### config.mk
export PLATFORM = sky130hd
export DESIGN_NAME = cavlc_level_top
export DESIGN_NICKNAME = d
export VERILOG_FILES = /design/src/hw/cavlc_block_pkg.sv /design/src/hw/cavlc_code_pkg.sv /design/src/hw/coeff_scanner.sv /design/src/hw/level_code_encoder.sv /design/src/hw/cavlc_level_top.sv
export VERILOG_INCLUDE_DIRS = /design/src /design/src/hw
export SDC_FILE = /design/constraint.sdc
export NUM_CORES = 1
export LEC_CHECK = 0
export BUFFER_PORTS_ARGS = -buffer_cell sky130_fd_sc_hd__buf_2
export CAP_MARGIN = 0
export CORE_MARGIN = 2
export CORE_UTILIZATION = 64
export CTS_BUF_LIST = sky130_fd_sc_hd__clkbuf_8 sky130_fd_sc_hd__clkbuf_16
export CTS_CLUSTER_DIAMETER = 120
export DETAILED_ROUTE_END_ITERATION = 8
export GPL_TIMING_DRIVEN = 1
export PLACE_DENSITY_LB_ADDON = 0.05
export SLEW_MARGIN = 20
export SYNTH_ARGS = -nofsm -noshare
export SYNTH_HDL_FRONTEND = slang
export SYNTH_HIERARCHICAL = 1
export SYNTH_SLANG_ARGS = --single-unit
### constraint.sdc
create_clock -name clk -period 11.4 [get_ports clk]
set_input_delay 1.14 -clock clk [delete_from_list [all_inputs] [get_ports clk]]
set_output_delay 1.14 -clock clk [all_outputs]
set_load 0.05 [all_outputs]
### src/hw/cavlc_settings.svh
`ifndef CAVLC_SETTINGS_SVH
`define CAVLC_SETTINGS_SVH

// width of one residual coefficient, two's complement
`define CAVLC_COEFF_W 8

// coefficients in one 4x4 block, in zigzag order
`define CAVLC_BLOCK_N 16

// suffix length saturates here, per the adaptive VLC rule
`define CAVLC_MAX_SUFFIX 6

// suffix width that goes with escape prefix 15
`define CAVLC_ESC_SUFFIX_W 12

`endif

### src/hw/cavlc_block_pkg.sv
`include "cavlc_settings.svh"

package cavlc_block_pkg;

    // one signed residual coefficient
    typedef logic signed [`CAVLC_COEFF_W-1:0] coeff_t;

    // a full block, element 0 is the DC position of the zigzag scan
    typedef coeff_t [`CAVLC_BLOCK_N-1:0] coeff_block_t;

    // remaining levels, element 0 is the highest frequency one found
    typedef coeff_t [`CAVLC_BLOCK_N-1:0] level_list_t;

    // t1_signs bit 0 belongs to the first trailing one met in the reverse scan
    typedef struct packed {
        logic [4:0] total_coeff;
        logic [1:0] trailing_ones;
        logic [2:0] t1_signs;
    } block_summary_t;

    typedef enum logic [1:0] {
        SCAN_IDLE,
        SCAN_RUN,
        SCAN_DONE
    } scan_state_e;

endpackage

### src/hw/cavlc_code_pkg.sv
`include "cavlc_settings.svh"

package cavlc_code_pkg;

    // prefix counts the zeros in front of the terminating one
    // suffix is right-aligned, only suffix_len bits of it are sent
    typedef struct packed {
        logic [4:0]                       prefix;
        logic [`CAVLC_ESC_SUFFIX_W-1:0]   suffix;
        logic [3:0]                       suffix_len;
    } level_codeword_t;

    typedef enum logic [1:0] {
        ENC_IDLE,
        ENC_RUN,
        ENC_FINISH
    } enc_state_e;

endpackage

### src/hw/coeff_scanner.sv
`timescale 1ns/1ps
`include "cavlc_settings.svh"

module coeff_scanner (
    input  logic                            clk,
    input  logic                            enc_rst,
    input  logic                            start_i,
    input  cavlc_block_pkg::coeff_block_t   coeffs_i,
    input  logic                            enc_busy_i,
    output logic                            busy_o,
    output logic                            load_o,
    output cavlc_block_pkg::block_summary_t summary_o,
    output cavlc_block_pkg::level_list_t    levels_o,
    output logic [4:0]                      level_cnt_o
);

    cavlc_block_pkg::scan_state_e state_q;
    logic [3:0]                    idx_q;
    logic                          load_q;
    cavlc_block_pkg::coeff_block_t blk_q;
    cavlc_block_pkg::level_list_t  levels_q;
    logic [4:0]                    total_q;
    logic [1:0]                    t1_q;
    logic [2:0]                    t1_signs_q;
    logic [4:0]                    lvl_cnt_q;
    logic                          big_seen_q;

    cavlc_block_pkg::coeff_t cur;
    logic                    accept;
    logic                    scanning;
    logic                    nonzero;
    logic                    mag_one;
    logic                    is_t1;

    // only one block in flight, the encoder must also be free
    assign accept   = start_i && (state_q == cavlc_block_pkg::SCAN_IDLE) && !enc_busy_i;
    assign scanning = (state_q == cavlc_block_pkg::SCAN_RUN);

    assign cur     = blk_q[idx_q];
    assign nonzero = (cur != '0);
    assign mag_one = (cur == cavlc_block_pkg::coeff_t'(1)) ||
                     (cur == cavlc_block_pkg::coeff_t'(-1));
    // trailing ones stop for good once any level above magnitude one shows up
    assign is_t1   = mag_one && (t1_q < 2'd3) && !big_seen_q;

    always_ff @(posedge clk) begin
        if (enc_rst) begin
            state_q    <= cavlc_block_pkg::SCAN_IDLE;
            idx_q      <= '0;
            load_q     <= 1'b0;
            total_q    <= '0;
            t1_q       <= '0;
            t1_signs_q <= '0;
            lvl_cnt_q  <= '0;
            big_seen_q <= 1'b0;
        end else begin
            load_q <= 1'b0;
            case (state_q)
                cavlc_block_pkg::SCAN_IDLE: begin
                    if (accept) begin
                        state_q    <= cavlc_block_pkg::SCAN_RUN;
                        idx_q      <= 4'(`CAVLC_BLOCK_N - 1);
                        total_q    <= '0;
                        t1_q       <= '0;
                        t1_signs_q <= '0;
                        lvl_cnt_q  <= '0;
                        big_seen_q <= 1'b0;
                    end
                end
                cavlc_block_pkg::SCAN_RUN: begin
                    if (nonzero) begin
                        total_q <= total_q + 5'd1;
                        if (is_t1) begin
                            t1_signs_q[t1_q] <= cur[`CAVLC_COEFF_W-1];
                            t1_q             <= t1_q + 2'd1;
                        end else begin
                            lvl_cnt_q <= lvl_cnt_q + 5'd1;
                        end
                        if (!mag_one) begin
                            big_seen_q <= 1'b1;
                        end
                    end
                    if (idx_q == 4'd0) begin
                        state_q <= cavlc_block_pkg::SCAN_DONE;
                        load_q  <= 1'b1;
                    end
                    idx_q <= idx_q - 4'd1;
                end
                default: begin
                    state_q <= cavlc_block_pkg::SCAN_IDLE;
                end
            endcase
        end
    end

    always_ff @(posedge clk) begin
        if (accept) begin
            blk_q <= coeffs_i;
        end
        if (scanning && nonzero && !is_t1) begin
            levels_q[lvl_cnt_q[3:0]] <= cur;
        end
    end

    assign busy_o      = (state_q != cavlc_block_pkg::SCAN_IDLE) || enc_busy_i;
    assign load_o      = load_q;
    assign summary_o   = '{total_coeff: total_q, trailing_ones: t1_q, t1_signs: t1_signs_q};
    assign levels_o    = levels_q;
    assign level_cnt_o = lvl_cnt_q;

    // the index and the nonzero count never add up past the last position of the block
    a_idx_range: assert property (@(posedge clk) disable iff (enc_rst)
        scanning |-> (({1'b0, idx_q} + total_q) <= 5'(`CAVLC_BLOCK_N - 1)));

    a_load_in_done: assert property (@(posedge clk) disable iff (enc_rst)
        load_o |-> (state_q == cavlc_block_pkg::SCAN_DONE));

endmodule

### src/hw/level_code_encoder.sv
`timescale 1ns/1ps
`include "cavlc_settings.svh"

module level_code_encoder (
    input  logic                            clk,
    input  logic                            enc_rst,
    input  logic                            load_i,
    input  cavlc_block_pkg::block_summary_t summary_i,
    input  cavlc_block_pkg::level_list_t    levels_i,
    input  logic [4:0]                      level_cnt_i,
    output logic                            busy_o,
    output logic                            level_valid_o,
    output cavlc_code_pkg::level_codeword_t level_code_o,
    output logic                            done_o,
    output cavlc_block_pkg::block_summary_t summary_o,
    output logic [8:0]                      level_bits_o
);

    cavlc_code_pkg::enc_state_e      state_q;
    logic [3:0]                      idx_q;
    logic [2:0]                      sl_q;
    logic [8:0]                      bits_q;
    cavlc_block_pkg::block_summary_t summary_q;

    cavlc_block_pkg::coeff_t         level;
    logic signed [9:0]               level_w;
    logic [7:0]                      mag;
    logic [9:0]                      code;
    logic [9:0]                      shifted;
    logic [9:0]                      low_mask;
    logic [9:0]                      esc;
    logic [2:0]                      sl_min1;
    logic [2:0]                      sl_next;
    logic                            last;
    cavlc_code_pkg::level_codeword_t cw;

    always_comb begin
        level   = levels_i[idx_q];
        level_w = 10'(level);
        // abs of -128 still reads correctly as an unsigned 128
        mag     = level[`CAVLC_COEFF_W-1] ? 8'(-level) : 8'(level);

        if (level[`CAVLC_COEFF_W-1]) begin
            code = -(level_w <<< 1) - 10'sd1;
        end else begin
            code = (level_w <<< 1) - 10'sd2;
        end
        // the first level cannot be +-1 unless all three trailing ones were taken
        if (idx_q == 4'd0 && summary_q.trailing_ones < 2'd3) begin
            code = code - 10'd2;
        end

        shifted  = code >> sl_q;
        low_mask = ~({10{1'b1}} << sl_q);
        esc      = code - (10'd15 << sl_q) - ((sl_q == 3'd0) ? 10'd15 : 10'd0);

        if (shifted < 10'd14) begin
            cw.prefix     = shifted[4:0];
            cw.suffix     = 12'(code & low_mask);
            cw.suffix_len = 4'(sl_q);
        end else if (sl_q == 3'd0 && code < 10'd30) begin
            cw.prefix     = 5'd14;
            cw.suffix     = 12'(code - 10'd14);
            cw.suffix_len = 4'd4;
        end else if (sl_q != 3'd0 && shifted == 10'd14) begin
            cw.prefix     = 5'd14;
            cw.suffix     = 12'(code & low_mask);
            cw.suffix_len = 4'(sl_q);
        end else begin
            cw.prefix     = 5'd15;
            cw.suffix     = 12'(esc);
            cw.suffix_len = 4'(`CAVLC_ESC_SUFFIX_W);
        end

        // suffix length adapts to the magnitude just coded
        sl_min1 = (sl_q == 3'd0) ? 3'd1 : sl_q;
        sl_next = sl_min1;
        if (({2'b00, mag} > (10'd3 << (sl_min1 - 3'd1))) &&
            (sl_min1 < 3'(`CAVLC_MAX_SUFFIX))) begin
            sl_next = sl_min1 + 3'd1;
        end

        last = ({1'b0, idx_q} == (level_cnt_i - 5'd1));
    end

    always_ff @(posedge clk) begin
        if (enc_rst) begin
            state_q <= cavlc_code_pkg::ENC_IDLE;
            idx_q   <= '0;
            sl_q    <= '0;
            bits_q  <= '0;
        end else begin
            case (state_q)
                cavlc_code_pkg::ENC_IDLE: begin
                    if (load_i) begin
                        idx_q  <= '0;
                        bits_q <= '0;
                        if (summary_i.total_coeff > 5'd10 && summary_i.trailing_ones < 2'd3) begin
                            sl_q <= 3'd1;
                        end else begin
                            sl_q <= 3'd0;
                        end
                        if (level_cnt_i == 5'd0) begin
                            state_q <= cavlc_code_pkg::ENC_FINISH;
                        end else begin
                            state_q <= cavlc_code_pkg::ENC_RUN;
                        end
                    end
                end
                cavlc_code_pkg::ENC_RUN: begin
                    idx_q  <= idx_q + 4'd1;
                    sl_q   <= sl_next;
                    bits_q <= bits_q + {4'd0, cw.prefix} + 9'd1 + {5'd0, cw.suffix_len};
                    if (last) begin
                        state_q <= cavlc_code_pkg::ENC_FINISH;
                    end
                end
                default: begin
                    state_q <= cavlc_code_pkg::ENC_IDLE;
                end
            endcase
        end
    end

    always_ff @(posedge clk) begin
        if (load_i && state_q == cavlc_code_pkg::ENC_IDLE) begin
            summary_q <= summary_i;
        end
    end

    assign busy_o        = (state_q != cavlc_code_pkg::ENC_IDLE);
    assign level_valid_o = (state_q == cavlc_code_pkg::ENC_RUN);
    assign level_code_o  = cw;
    assign done_o        = (state_q == cavlc_code_pkg::ENC_FINISH);
    assign summary_o     = summary_q;
    assign level_bits_o  = bits_q;

    a_suffix_max: assert property (@(posedge clk) disable iff (enc_rst)
        sl_q <= 3'(`CAVLC_MAX_SUFFIX));

endmodule

### src/hw/cavlc_level_top.sv
`timescale 1ns/1ps
`include "cavlc_settings.svh"

module cavlc_level_top (
    input  logic                            clk,
    input  logic                            enc_rst,
    input  logic                            start_i,
    input  cavlc_block_pkg::coeff_block_t   coeffs_i,
    output logic                            busy_o,
    output logic                            level_valid_o,
    output cavlc_code_pkg::level_codeword_t level_code_o,
    output logic                            done_o,
    output cavlc_block_pkg::block_summary_t summary_o,
    output logic [8:0]                      level_bits_o
);

    logic                            enc_busy;
    logic                            load;
    cavlc_block_pkg::block_summary_t summary;
    cavlc_block_pkg::level_list_t    levels;
    logic [4:0]                      level_cnt;

    coeff_scanner u_scanner (
        .clk         (clk),
        .enc_rst     (enc_rst),
        .start_i     (start_i),
        .coeffs_i    (coeffs_i),
        .enc_busy_i  (enc_busy),
        .busy_o      (busy_o),
        .load_o      (load),
        .summary_o   (summary),
        .levels_o    (levels),
        .level_cnt_o (level_cnt)
    );

    level_code_encoder u_encoder (
        .clk           (clk),
        .enc_rst       (enc_rst),
        .load_i        (load),
        .summary_i     (summary),
        .levels_i      (levels),
        .level_cnt_i   (level_cnt),
        .busy_o        (enc_busy),
        .level_valid_o (level_valid_o),
        .level_code_o  (level_code_o),
        .done_o        (done_o),
        .summary_o     (summary_o),
        .level_bits_o  (level_bits_o)
    );

endmodule

* Yosys cells after proc, flatten, opt, wreduce, memory -nomap -nowiden *
Index checks and enable logic that the tools add are counted.

storage, ports and cells
  bits of input ports = 131
  word-level logic and storage cells = 195
  register bits = 307

cells by class
  magnitude comparators = 13
  $add $sub $neg = 19
  bitwise operators = 3
  reduce and logical (&&, ||, !) cells = 40
  muxes and demuxes = 54
  shifts and indexed selects = 4
  eq/ne operators = 15

operators by type and width
  kind                   number
  $bwmux 128             1
  $bmux 8 s4             2
  $mux 21                2
  $demux 8 s4            1
  $mux 8                 4
  $mux 10                2
  $mux 5                 4
  $pmux 5 s2             2
  $sub 10x10->10         2
  $sub 10x2->10 const B  2
  $mux 3                 6
  $pmux 9 s2             1
  $mux 17                1
  $mux 2                 8
  $pmux 4 s2             2
  $lt 4x5->1 const B     3
  $logic_and 1x1->1      14
  $mux 4                 3
  $ne 2x2->1 const B     6
  $pmux 2 s2             3
  $pmux 3 s2             2
  $reduce_and 4->1       3
  $sub 10x4->11 const B  1
  $add 5x1->5 const B    2
  other kinds (52)       71

* Longest topological paths before layout *
Gate-level depths: netlist of the first run.

  word-level depth = 17
  depth in mapped cells = 34
  gate-level depth less buffers = 30

* Modules after synthesis *
The synthesis of the first run kept the hierarchy.

by module, submodules not included
  module              seq. area each (sq um)  times used  cells an instance  area each (sq um)
  coeff_scanner       8147.8                  1           495                10207.3
  level_code_encoder  660.6                   1           610                5026.1

* Least setup slack after synthesis of the first run *
Ideal clock, no wire load.

  kind = reg2reg
  start = register u_encoder.idx_q[0]
  end = register u_encoder.bits_q[7] (netlist: u_encoder/level_bits_o[7])
  required time = 11335 ps
  setup time = 65 ps
  path buffers = 3
  data arrival time = 6485 ps
  clock period less this slack = 6551 ps
  path slack = 4849 ps
  stages on the path, launching flop included = 31
  cell sequence = dfxtp_1 buf_6 mux4_2 a22o_1 a31o_4 inv_1 ha_1 clkbuf_1 inv_1 o41a_1 o21ai_0 o211ai_2 mux4_2 o22a_1 o211a_1 a21oi_2 a31oi_4 buf_6 nand2_1 inv_1 fa_1 inv_1 ha_1 a21o_1 a21o_1 a21oi_1 nor2b_1 o211ai_1 nand3_1 o21a_1 nor2_1

RTL lines
  what                    line                       text
  start, declared         level_code_encoder.sv:20   logic [3:0] idx_q;
  start signal, assigned  level_code_encoder.sv:111  idx_q <= idx_q + 4'd1;
  end signal, assigned    level_code_encoder.sv:113  bits_q <= bits_q + {4'd0, cw.prefix} + 9'd1 + {5'd0, cw.suffix_len};
  end, declared           level_code_encoder.sv:22   logic [8:0] bits_q;

==> impl_metrics.json, run 1 <==
{
  "syn_area_per_cell_um2": 13.8,
  "grt.busiest_layer": "met2",
  "synth_xor_xnor_area_share": 0.0224,
  "maxClockFrequency_ghz": 0.128,
  "design.final.nets": 1461,
  "area_growth_pct": 12.8,
  "global_route.overflow_total": 0,
  "die_width_um": 158,
  "synth_edf_count": 266,
  "ys_top_cells_by_area": "edfxtp_1 (52%), dfxtp_1 (5.4%), mux4_2 (4.7%)",
  "synthCells": 1105,
  "number_of_vias_in_the_routed_layout": 9852,
  "layout.cells.non_filler": 1609,
  "drt-vias-per-instance": 6.12,
  "grt_pass1_vias": 9540,
  "finalHoldViolations": 0,
  "ys_seq_elements": 307,
  "leakagePower_nw": 6.45,
  "use_met3": 0.0359,
  "clk_latency_ns": 0.56,
  "tritoncts": "built",
  "cts_hold_repair.buffers": 0,
  "port_buffers": 170,
  "cts_resized": 0,
  "yosysTopAreaCellShare": 0.524,
  "critPathKind": "reg2out",
  "yosys.cell_count.top_type": "edfxtp_1",
  "totalNegativeSetupSlack_ns": 0,
  "diodes": 0,
  "fraction_of_final_layout_cells_with_drive_strength_greater_than_1": 0.229,
  "status": "completed",
  "post-synth-top-area-cell": "edfxtp_1",
  "design.die.area_um2": 25100,
  "wl_per_instance_um": 20.1,
  "floorplan.initialDensity": 0.651,
  "crit_path_end_kind": "output port",
  "ys.flop_type": "edfxtp_1",
  "clock-root-buffer": "clkbuf_16",
  "htree_levels": 1,
  "numPlacedInstances": 1560,
  "placeableCoreArea_um2": 23400,
  "gp_congestion": 0.900,
  "cp.required_ns": 10.26,
  "syn-cell-area_um2": 15200,
  "antenna_found_initial": 0,
  "clk_pin_slew_ns": 0.06,
  "critPathMaxFanout": 34,
  "clock_path_buffers": 3,
  "fraction_of_synthesized_area_in_multiplexers": 0.121,
  "ant_nets": 0,
  "cap_viol_max_count": 0,
  "fin_hold_ws_ns": 0.437,
  "synth-seq-area-share": 0.578,
  "power.density_nw_per_um2": 172,
  "synth.cells.most_frequent": "edfxtp_1 (266), nor2_1 (68), nand2_1 (64), inv_1 (57), ha_1 (53)",
  "tightest_slew_ns": 1.03,
  "combinational_family_with_the_most_area_after_synthesis": "multiplexers",
  "postCtsSetupBuffers": 0,
  "setup_violations": 0,
  "drt_pass1_iterations": 5,
  "grt_setup_unrepaired": "false",
  "route.final.wire_length_um": 32300,
  "tritoncts.num_buffers": 30,
  "synth_compound_gate_area_share": 0.0945,
  "initialDrtViolationCount": 867,
  "total_global_route_track_usage": 0.260,
  "tritoncts_num_sinks": 307,
  "max_slew_margin": 0.316,
  "crit_arrival_ns": 6.65,
  "yosysWarnings": 6,
  "finalMaxSlewViolations": 0,
  "io_pins": 174,
  "chipHeight_um": 158,
  "grt_start_max_net_pins": 96,
  "skew_ns": 0.0215,
  "global_route.usage.met2": 0.434,
  "period_needed_ns": 7.79,
  "synthArstFlopShare": 0,
  "core.rowCount": 56,
  "dp.final_hpwl_um": 22400,
  "post_synth_fa_ha_maj_area_fraction": 0.0488,
  "hold_class": "reg2reg",
  "worst_setup_path_start_kind": "register",
  "synth_simple_gate_area_frac": 0.0968,
  "irDropWorstVdd_mv": 0.135,
  "yosys.cell_types.count": 92,
  "period_share": 0.683,
  "grt_first_pass_wirelength_um": 49900,
  "globalRouteMet1Util": 0.358,
  "drc_errors": 0
}
-- critical path, cell delays in order (launching register included) --
cell      delay, ns
dfxtp_2        0.37
buf_4          0.49
mux4_2         0.57
a22o_1         0.29
a31o_4         0.24
inv_1          0.10
ha_1           0.26
nand2_1        0.10
o21ai_1        0.13
ha_1           0.32
mux2i_1        0.38
inv_1          0.20
fa_1           0.54
inv_1          0.04
ha_1           0.32
a21oi_1        0.30
o21ai_0        0.15
a21oi_1        0.25
o21bai_1       0.09
a21oi_1        0.23
o21ai_0        0.15
xnor2_1        0.15
o22ai_1        0.14
buf_2          0.28
-- cell usage in the layout (no fill, tap or decap), types with 16 or more instances in the layout --
cell type,Yosys,layout
ha_1,53,53
inv_1,57,63
xnor2_1,24,24
a21oi_1,35,35
nor2_1,68,68
nand3_1,29,29
mux4_1,25,25
nand2_1,64,64
o21ai_0,27,27
a22oi_1,19,19
clkbuf_16,0,30
dfxtp_1,41,38
nand4_1,16,16
edfxtp_1,266,266
mux2i_1,45,45
mux4_2,32,32
and3_1,20,20
buf_2,11,170
-- layer usage --
| metal | up-vias | wire [um] |
|---|---|---|
| li1 | 4608 | - |
| met1 | 4759 | 13100 |
| met2 | 413 | 15800 |
| met3 | 72 | 2290 |
| met4 | 0 | 1050 |
| met5 | - | 0 |
-- final timing paths --
check / startpoint / slack (ns) / to / depth (start not counted)
setup / recovery: u_encoder/idx_q[0]$_SDFFE_PP0P_ / 3.61 / level_code_o[13] / 23
hold reg to reg: u_scanner/t1_signs_q[0]$_SDFFE_PP0P_ / 0.44 / u_encoder/summary_o[0]$_DFFE_PP_ / 0
hold / removal: u_scanner/t1_signs_q[0]$_SDFFE_PP0P_ / 0.44 / u_encoder/summary_o[0]$_DFFE_PP_ / 0
setup reg to reg: u_encoder/idx_q[0]$_SDFFE_PP0P_ / 3.73 / u_encoder/level_bits_o[7]$_SDFFE_PP0P_ / 28
-- registers in the layout, indices dropped and copies added (netlist names) --
name                    flops
u_encoder/idx_q             4
u_encoder/level_bits_o      9
u_encoder/sl_q              3
u_encoder/state_q           2
u_encoder/summary_o        10
u_scanner/big_seen_q        1
u_scanner/blk_q           128
u_scanner/idx_q             4
u_scanner/level_cnt_o       5
u_scanner/levels_o        128
u_scanner/load_o            1
u_scanner/state_q           2
u_scanner/t1_q              2
u_scanner/t1_signs_q        3
u_scanner/total_q           5
-- stage by stage --
stage	cell area, um2	power [mW]	setup WS [ns]	utilization
global route	17200	3.08	3.13	0.734
finish	17200	2.95	3.61	0.734
detailed placement	16300	2.08	3.77	0.696
CTS	17200	2.97	3.54	0.734
floorplan	15200	1.90	4.85	-
global placement	16300	2.06	4.01	0.696
-- layout make-up --
type	count	area, um2
Tap cell	319	399
Inverter	61	231
Clock inverter	19	150
Fill cell	1584	6220
Timing Repair Buffer	186	975
Multi-Input combinational cell	687	5860
Sequential cell	307	8810
Clock buffer	30	751
-- logic make-up after synthesis --
kind of cell	Yosys count
compound gates	195
xor+xnor	39
fa+ha+maj	57
buf+inv	114
flops	307
mux	104
other cells	1
simple gates	288
-- power breakdown --
part / switching [mW] / internal [mW] / total (mW) / leakage (nW)
Sequential: 0.0252 / 1.33 / 1.35 / 2.81
Clock: 0.395 / 0.502 / 0.897 / 0.463
Combinational: 0.461 / 0.244 / 0.705 / 3.18
Total: 0.881 / 2.07 / 2.95 / 6.45
Power figures use the tool's default switching activity.
==> run 2, diff against run 1 <==
- ABC_AREA: not set -> 1
- CORE_UTILIZATION: 64 -> 59
- clock period: 11.4 -> 7.9 ns (I/O delays scaled with it)
==> impl_metrics.json, run 2 <==
{
  "post_place_instance_area_um2": 17000,
  "cts_hold_repair.buffers": 0,
  "tightest_slew_ns": 0.978,
  "tritoncts_num_sinks": 307,
  "grt_setup_unrepaired": "false",
  "period_needed_ns": 7.11,
  "wl_per_instance_um": 15.5,
  "whs_endpoint": "u_scanner/blk_q[72]$_DFFE_PP_",
  "ys.flop_type": "edfxtp_1",
  "dp_worst_slack_ns": 1.25,
  "critPathKind": "reg2out",
  "critPathMaxFanout": 40,
  "grt_first_pass_wirelength_um": 58200,
  "ant_nets": 0,
  "gp_congestion": 0.895,
  "cts_resized": 0,
  "ys_top_cells_by_area": "edfxtp_1 (50%), nand2_1 (12%), dfxtp_1 (5.1%)",
  "mostFrequentLayoutCells": "nand2_1 (493), edfxtp_1 (266), inv_1 (221)",
  "hold_path.startpoint": "coeffs_i[72]",
  "crit_path_end_kind": "output port",
  "launch_point_of_the_worst_reg_to_reg_path": "u_encoder/idx_q[1]$_SDFFE_PP0P_",
  "detailed_routing_wirelength_on_met1_um": 15200,
  "hold_path_depth": 1,
  "htree_levels": 1,
  "synth.cells.most_frequent": "nand2_1 (493), edfxtp_1 (266), inv_1 (215), nor2_1 (200), nand3_1 (150)",
  "met3WireLength_um": 2070,
  "layout_commonest_cell": "nand2_1",
  "critical_register_to_register_path_endpoint": "u_encoder/level_bits_o[7]$_SDFFE_PP0P_",
  "ys_seq_elements": 307,
  "yosys.cell_count.top_type": "nand2_1",
  "area_growth_pct": 11.7,
  "design.final.nets": 2118,
  "fin_hold_ws_ns": 0.389,
  "number_of_vias_in_the_routed_layout": 12200,
  "drc_errors": 0,
  "dp.final_hpwl_um": 24600,
  "chipHeight_um": 169,
  "syn-cell-area_um2": 16100,
  "cap_viol_max_count": 0,
  "post-synth-top-area-cell": "edfxtp_1",
  "antenna_found_initial": 0,
  "core.rowCount": 60,
  "diodes": 0,
  "tritoncts.num_buffers": 31,
  "die_width_um": 169,
  "worst-r2r-setup-slack_ns": 1.14,
  "drt_pass1_iterations": 5,
  "port_buffers": 170,
  "yosys.cell_types.count": 53,
  "syn_area_per_cell_um2": 9.00,
  "synthArstFlopShare": 0,
  "maxClockFrequency_ghz": 0.141,
  "clock-root-buffer": "clkbuf_16",
  "total_global_route_track_usage": 0.253,
  "n_fill_cell": 2235,
  "initialDrtViolationCount": 872,
  "placeableCoreArea_um2": 26900,
  "clock_path_buffers": 3,
  "fraction_of_final_layout_cells_with_drive_strength_greater_than_1": 0.156,
  "finalMaxSlewViolations": 0,
  "global_route.overflow_total": 0,
  "totalNegativeSetupSlack_ns": 0,
  "met2_wirelength_um": 17600,
  "skew_ns": 0.0210,
  "drt-vias-per-instance": 5.31,
  "power.density_nw_per_um2": 305,
  "leakagePower_nw": 8.02,
  "yosysWarnings": 6,
  "floorplan.initialDensity": 0.598,
  "setup_slack_ns": 0.795,
  "clk_latency_ns": 0.57,
  "period_share": 0.899,
  "synth-seq-area-share": 0.548,
  "hold_class": "in2reg",
  "irDropWorstVdd_mv": 0.214,
  "yosysTopAreaCellShare": 0.497,
  "clk_pin_slew_ns": 0.07,
  "max_slew_margin": 0.345,
  "tritoncts": "built",
  "setup_violations": 0,
  "worst_setup_path_start_kind": "register",
  "finalInstanceArea_um2": 18000,
  "grt_pass1_vias": 11700,
  "synth_edf_count": 266,
  "design.die.area_um2": 28600,
  "highest_layer": "met4",
  "crit_arrival_ns": 6.32,
  "finish.utilization": 0.668,
  "timing.reg2reg.worst_path_depth": 35,
  "status": "completed",
  "grt_start_max_net_pins": 68,
  "postCtsSetupBuffers": 0,
  "io_pins": 174,
  "finalHoldViolations": 0,
  "cp.required_ns": 7.11,
  "synthCells": 1786,
  "route.final.wire_length_um": 35600
}
## run 2: changes by cell type in the layout (fill, tap and decap cells not counted), sizes merged, moves of 12 or more
| cell | previous run | this run |
|---|---|---|
| a22oi | 21 | 0 |
| and2 | 12 | 0 |
| and3 | 20 | 2 |
| inv | 69 | 240 |
| mux2i | 45 | 0 |
| mux4 | 57 | 0 |
| nand2 | 65 | 513 |
| nand2b | 12 | 0 |
| nand3 | 29 | 160 |
| nor2 | 68 | 217 |
| nor2b | 12 | 0 |
| o21ai | 32 | 88 |
| xnor2 | 24 | 7 |
## run 2: cells by family after synthesis
logic type | Yosys count | synth area share
AO/OA/AOI/OAI | 166 | 0.0582
XOR/XNOR | 22 | 0.0132
adder cells (fa/ha/maj) | 57 | 0.0462
buffers and inverters | 303 | 0.0846
flip-flops | 307 | 0.548
other | 1 | 0.000233
AND/OR/NAND/NOR | 930 | 0.250
## run 2: final cells by class
class | instances | area [um2] | area share
multi-input cells | 1179 | 5920 | 0.330
repair buffers | 177 | 903 | 0.0503
clock inverters | 27 | 223 | 0.0124
well taps | 341 | 427 | 0.0238
clock buffers | 31 | 776 | 0.0432
flip-flops and latches | 307 | 8810 | 0.491
inverters | 234 | 893 | 0.0498
## run 2: through the flow
step	total power, mW	std cells
3_3_place_gp	4.06	2238
4_1_cts	5.51	2296
5_1_grt	5.81	2296
2_1_floorplan	3.65	1789
6_report	5.48	2296
3_5_place_dp	4.09	2238
## run 2: report_power, final
group	leakage, nW	internal [mW]	total [mW]	switching [mW]
combinational	4.70	0.565	1.99	1.42
sequential	2.81	2.01	2.07	0.0668
clock	0.511	0.814	1.42	0.605
total	8.02	3.39	5.48	2.09
## run 2: worst max path at each step
stage,startpoint,endpoint
after floorplan,u_encoder/idx_q[1]$_SDFFE_PP0P_,u_encoder/level_bits_o[8]$_SDFFE_PP0P_
after global placement,u_encoder/idx_q[1]$_SDFFE_PP0P_,u_encoder/level_bits_o[7]$_SDFFE_PP0P_
after detailed placement,u_encoder/idx_q[1]$_SDFFE_PP0P_,u_encoder/level_bits_o[7]$_SDFFE_PP0P_
after CTS,u_encoder/idx_q[1]$_SDFFE_PP0P_,level_code_o[13]
after global routing,u_encoder/idx_q[1]$_SDFFE_PP0P_,level_code_o[13]
final,u_encoder/idx_q[1]$_SDFFE_PP0P_,level_code_o[13]
## run 2: worst max-delay path, stage by stage, from the launching register on
cell	delay, ns
dfxtp_2	0.87
inv_2	0.47
nor2_1	0.18
o21ai_1	0.07
nand2_1	0.08
nor2_1	0.04
nor2_1	0.20
nor2_4	0.11
ha_1	0.32
nand2_1	0.09
nand2_1	0.07
ha_1	0.27
o21ai_0	0.40
inv_1	0.19
fa_1	0.54
inv_1	0.04
ha_1	0.29
inv_1	0.07
o21ai_1	0.19
inv_1	0.06
o21ai_1	0.20
nand3_1	0.10
nand2_1	0.11
a21oi_1	0.08
o21bai_1	0.17
xnor2_1	0.11
o21ai_2	0.14
buf_2	0.27
## run 2: per-layer routing
layer  track usage  up-vias
li1              -     6123
met1         0.336     5643
met2         0.442      377
met3        0.0334       59
met4        0.0680        0
met5             0        -
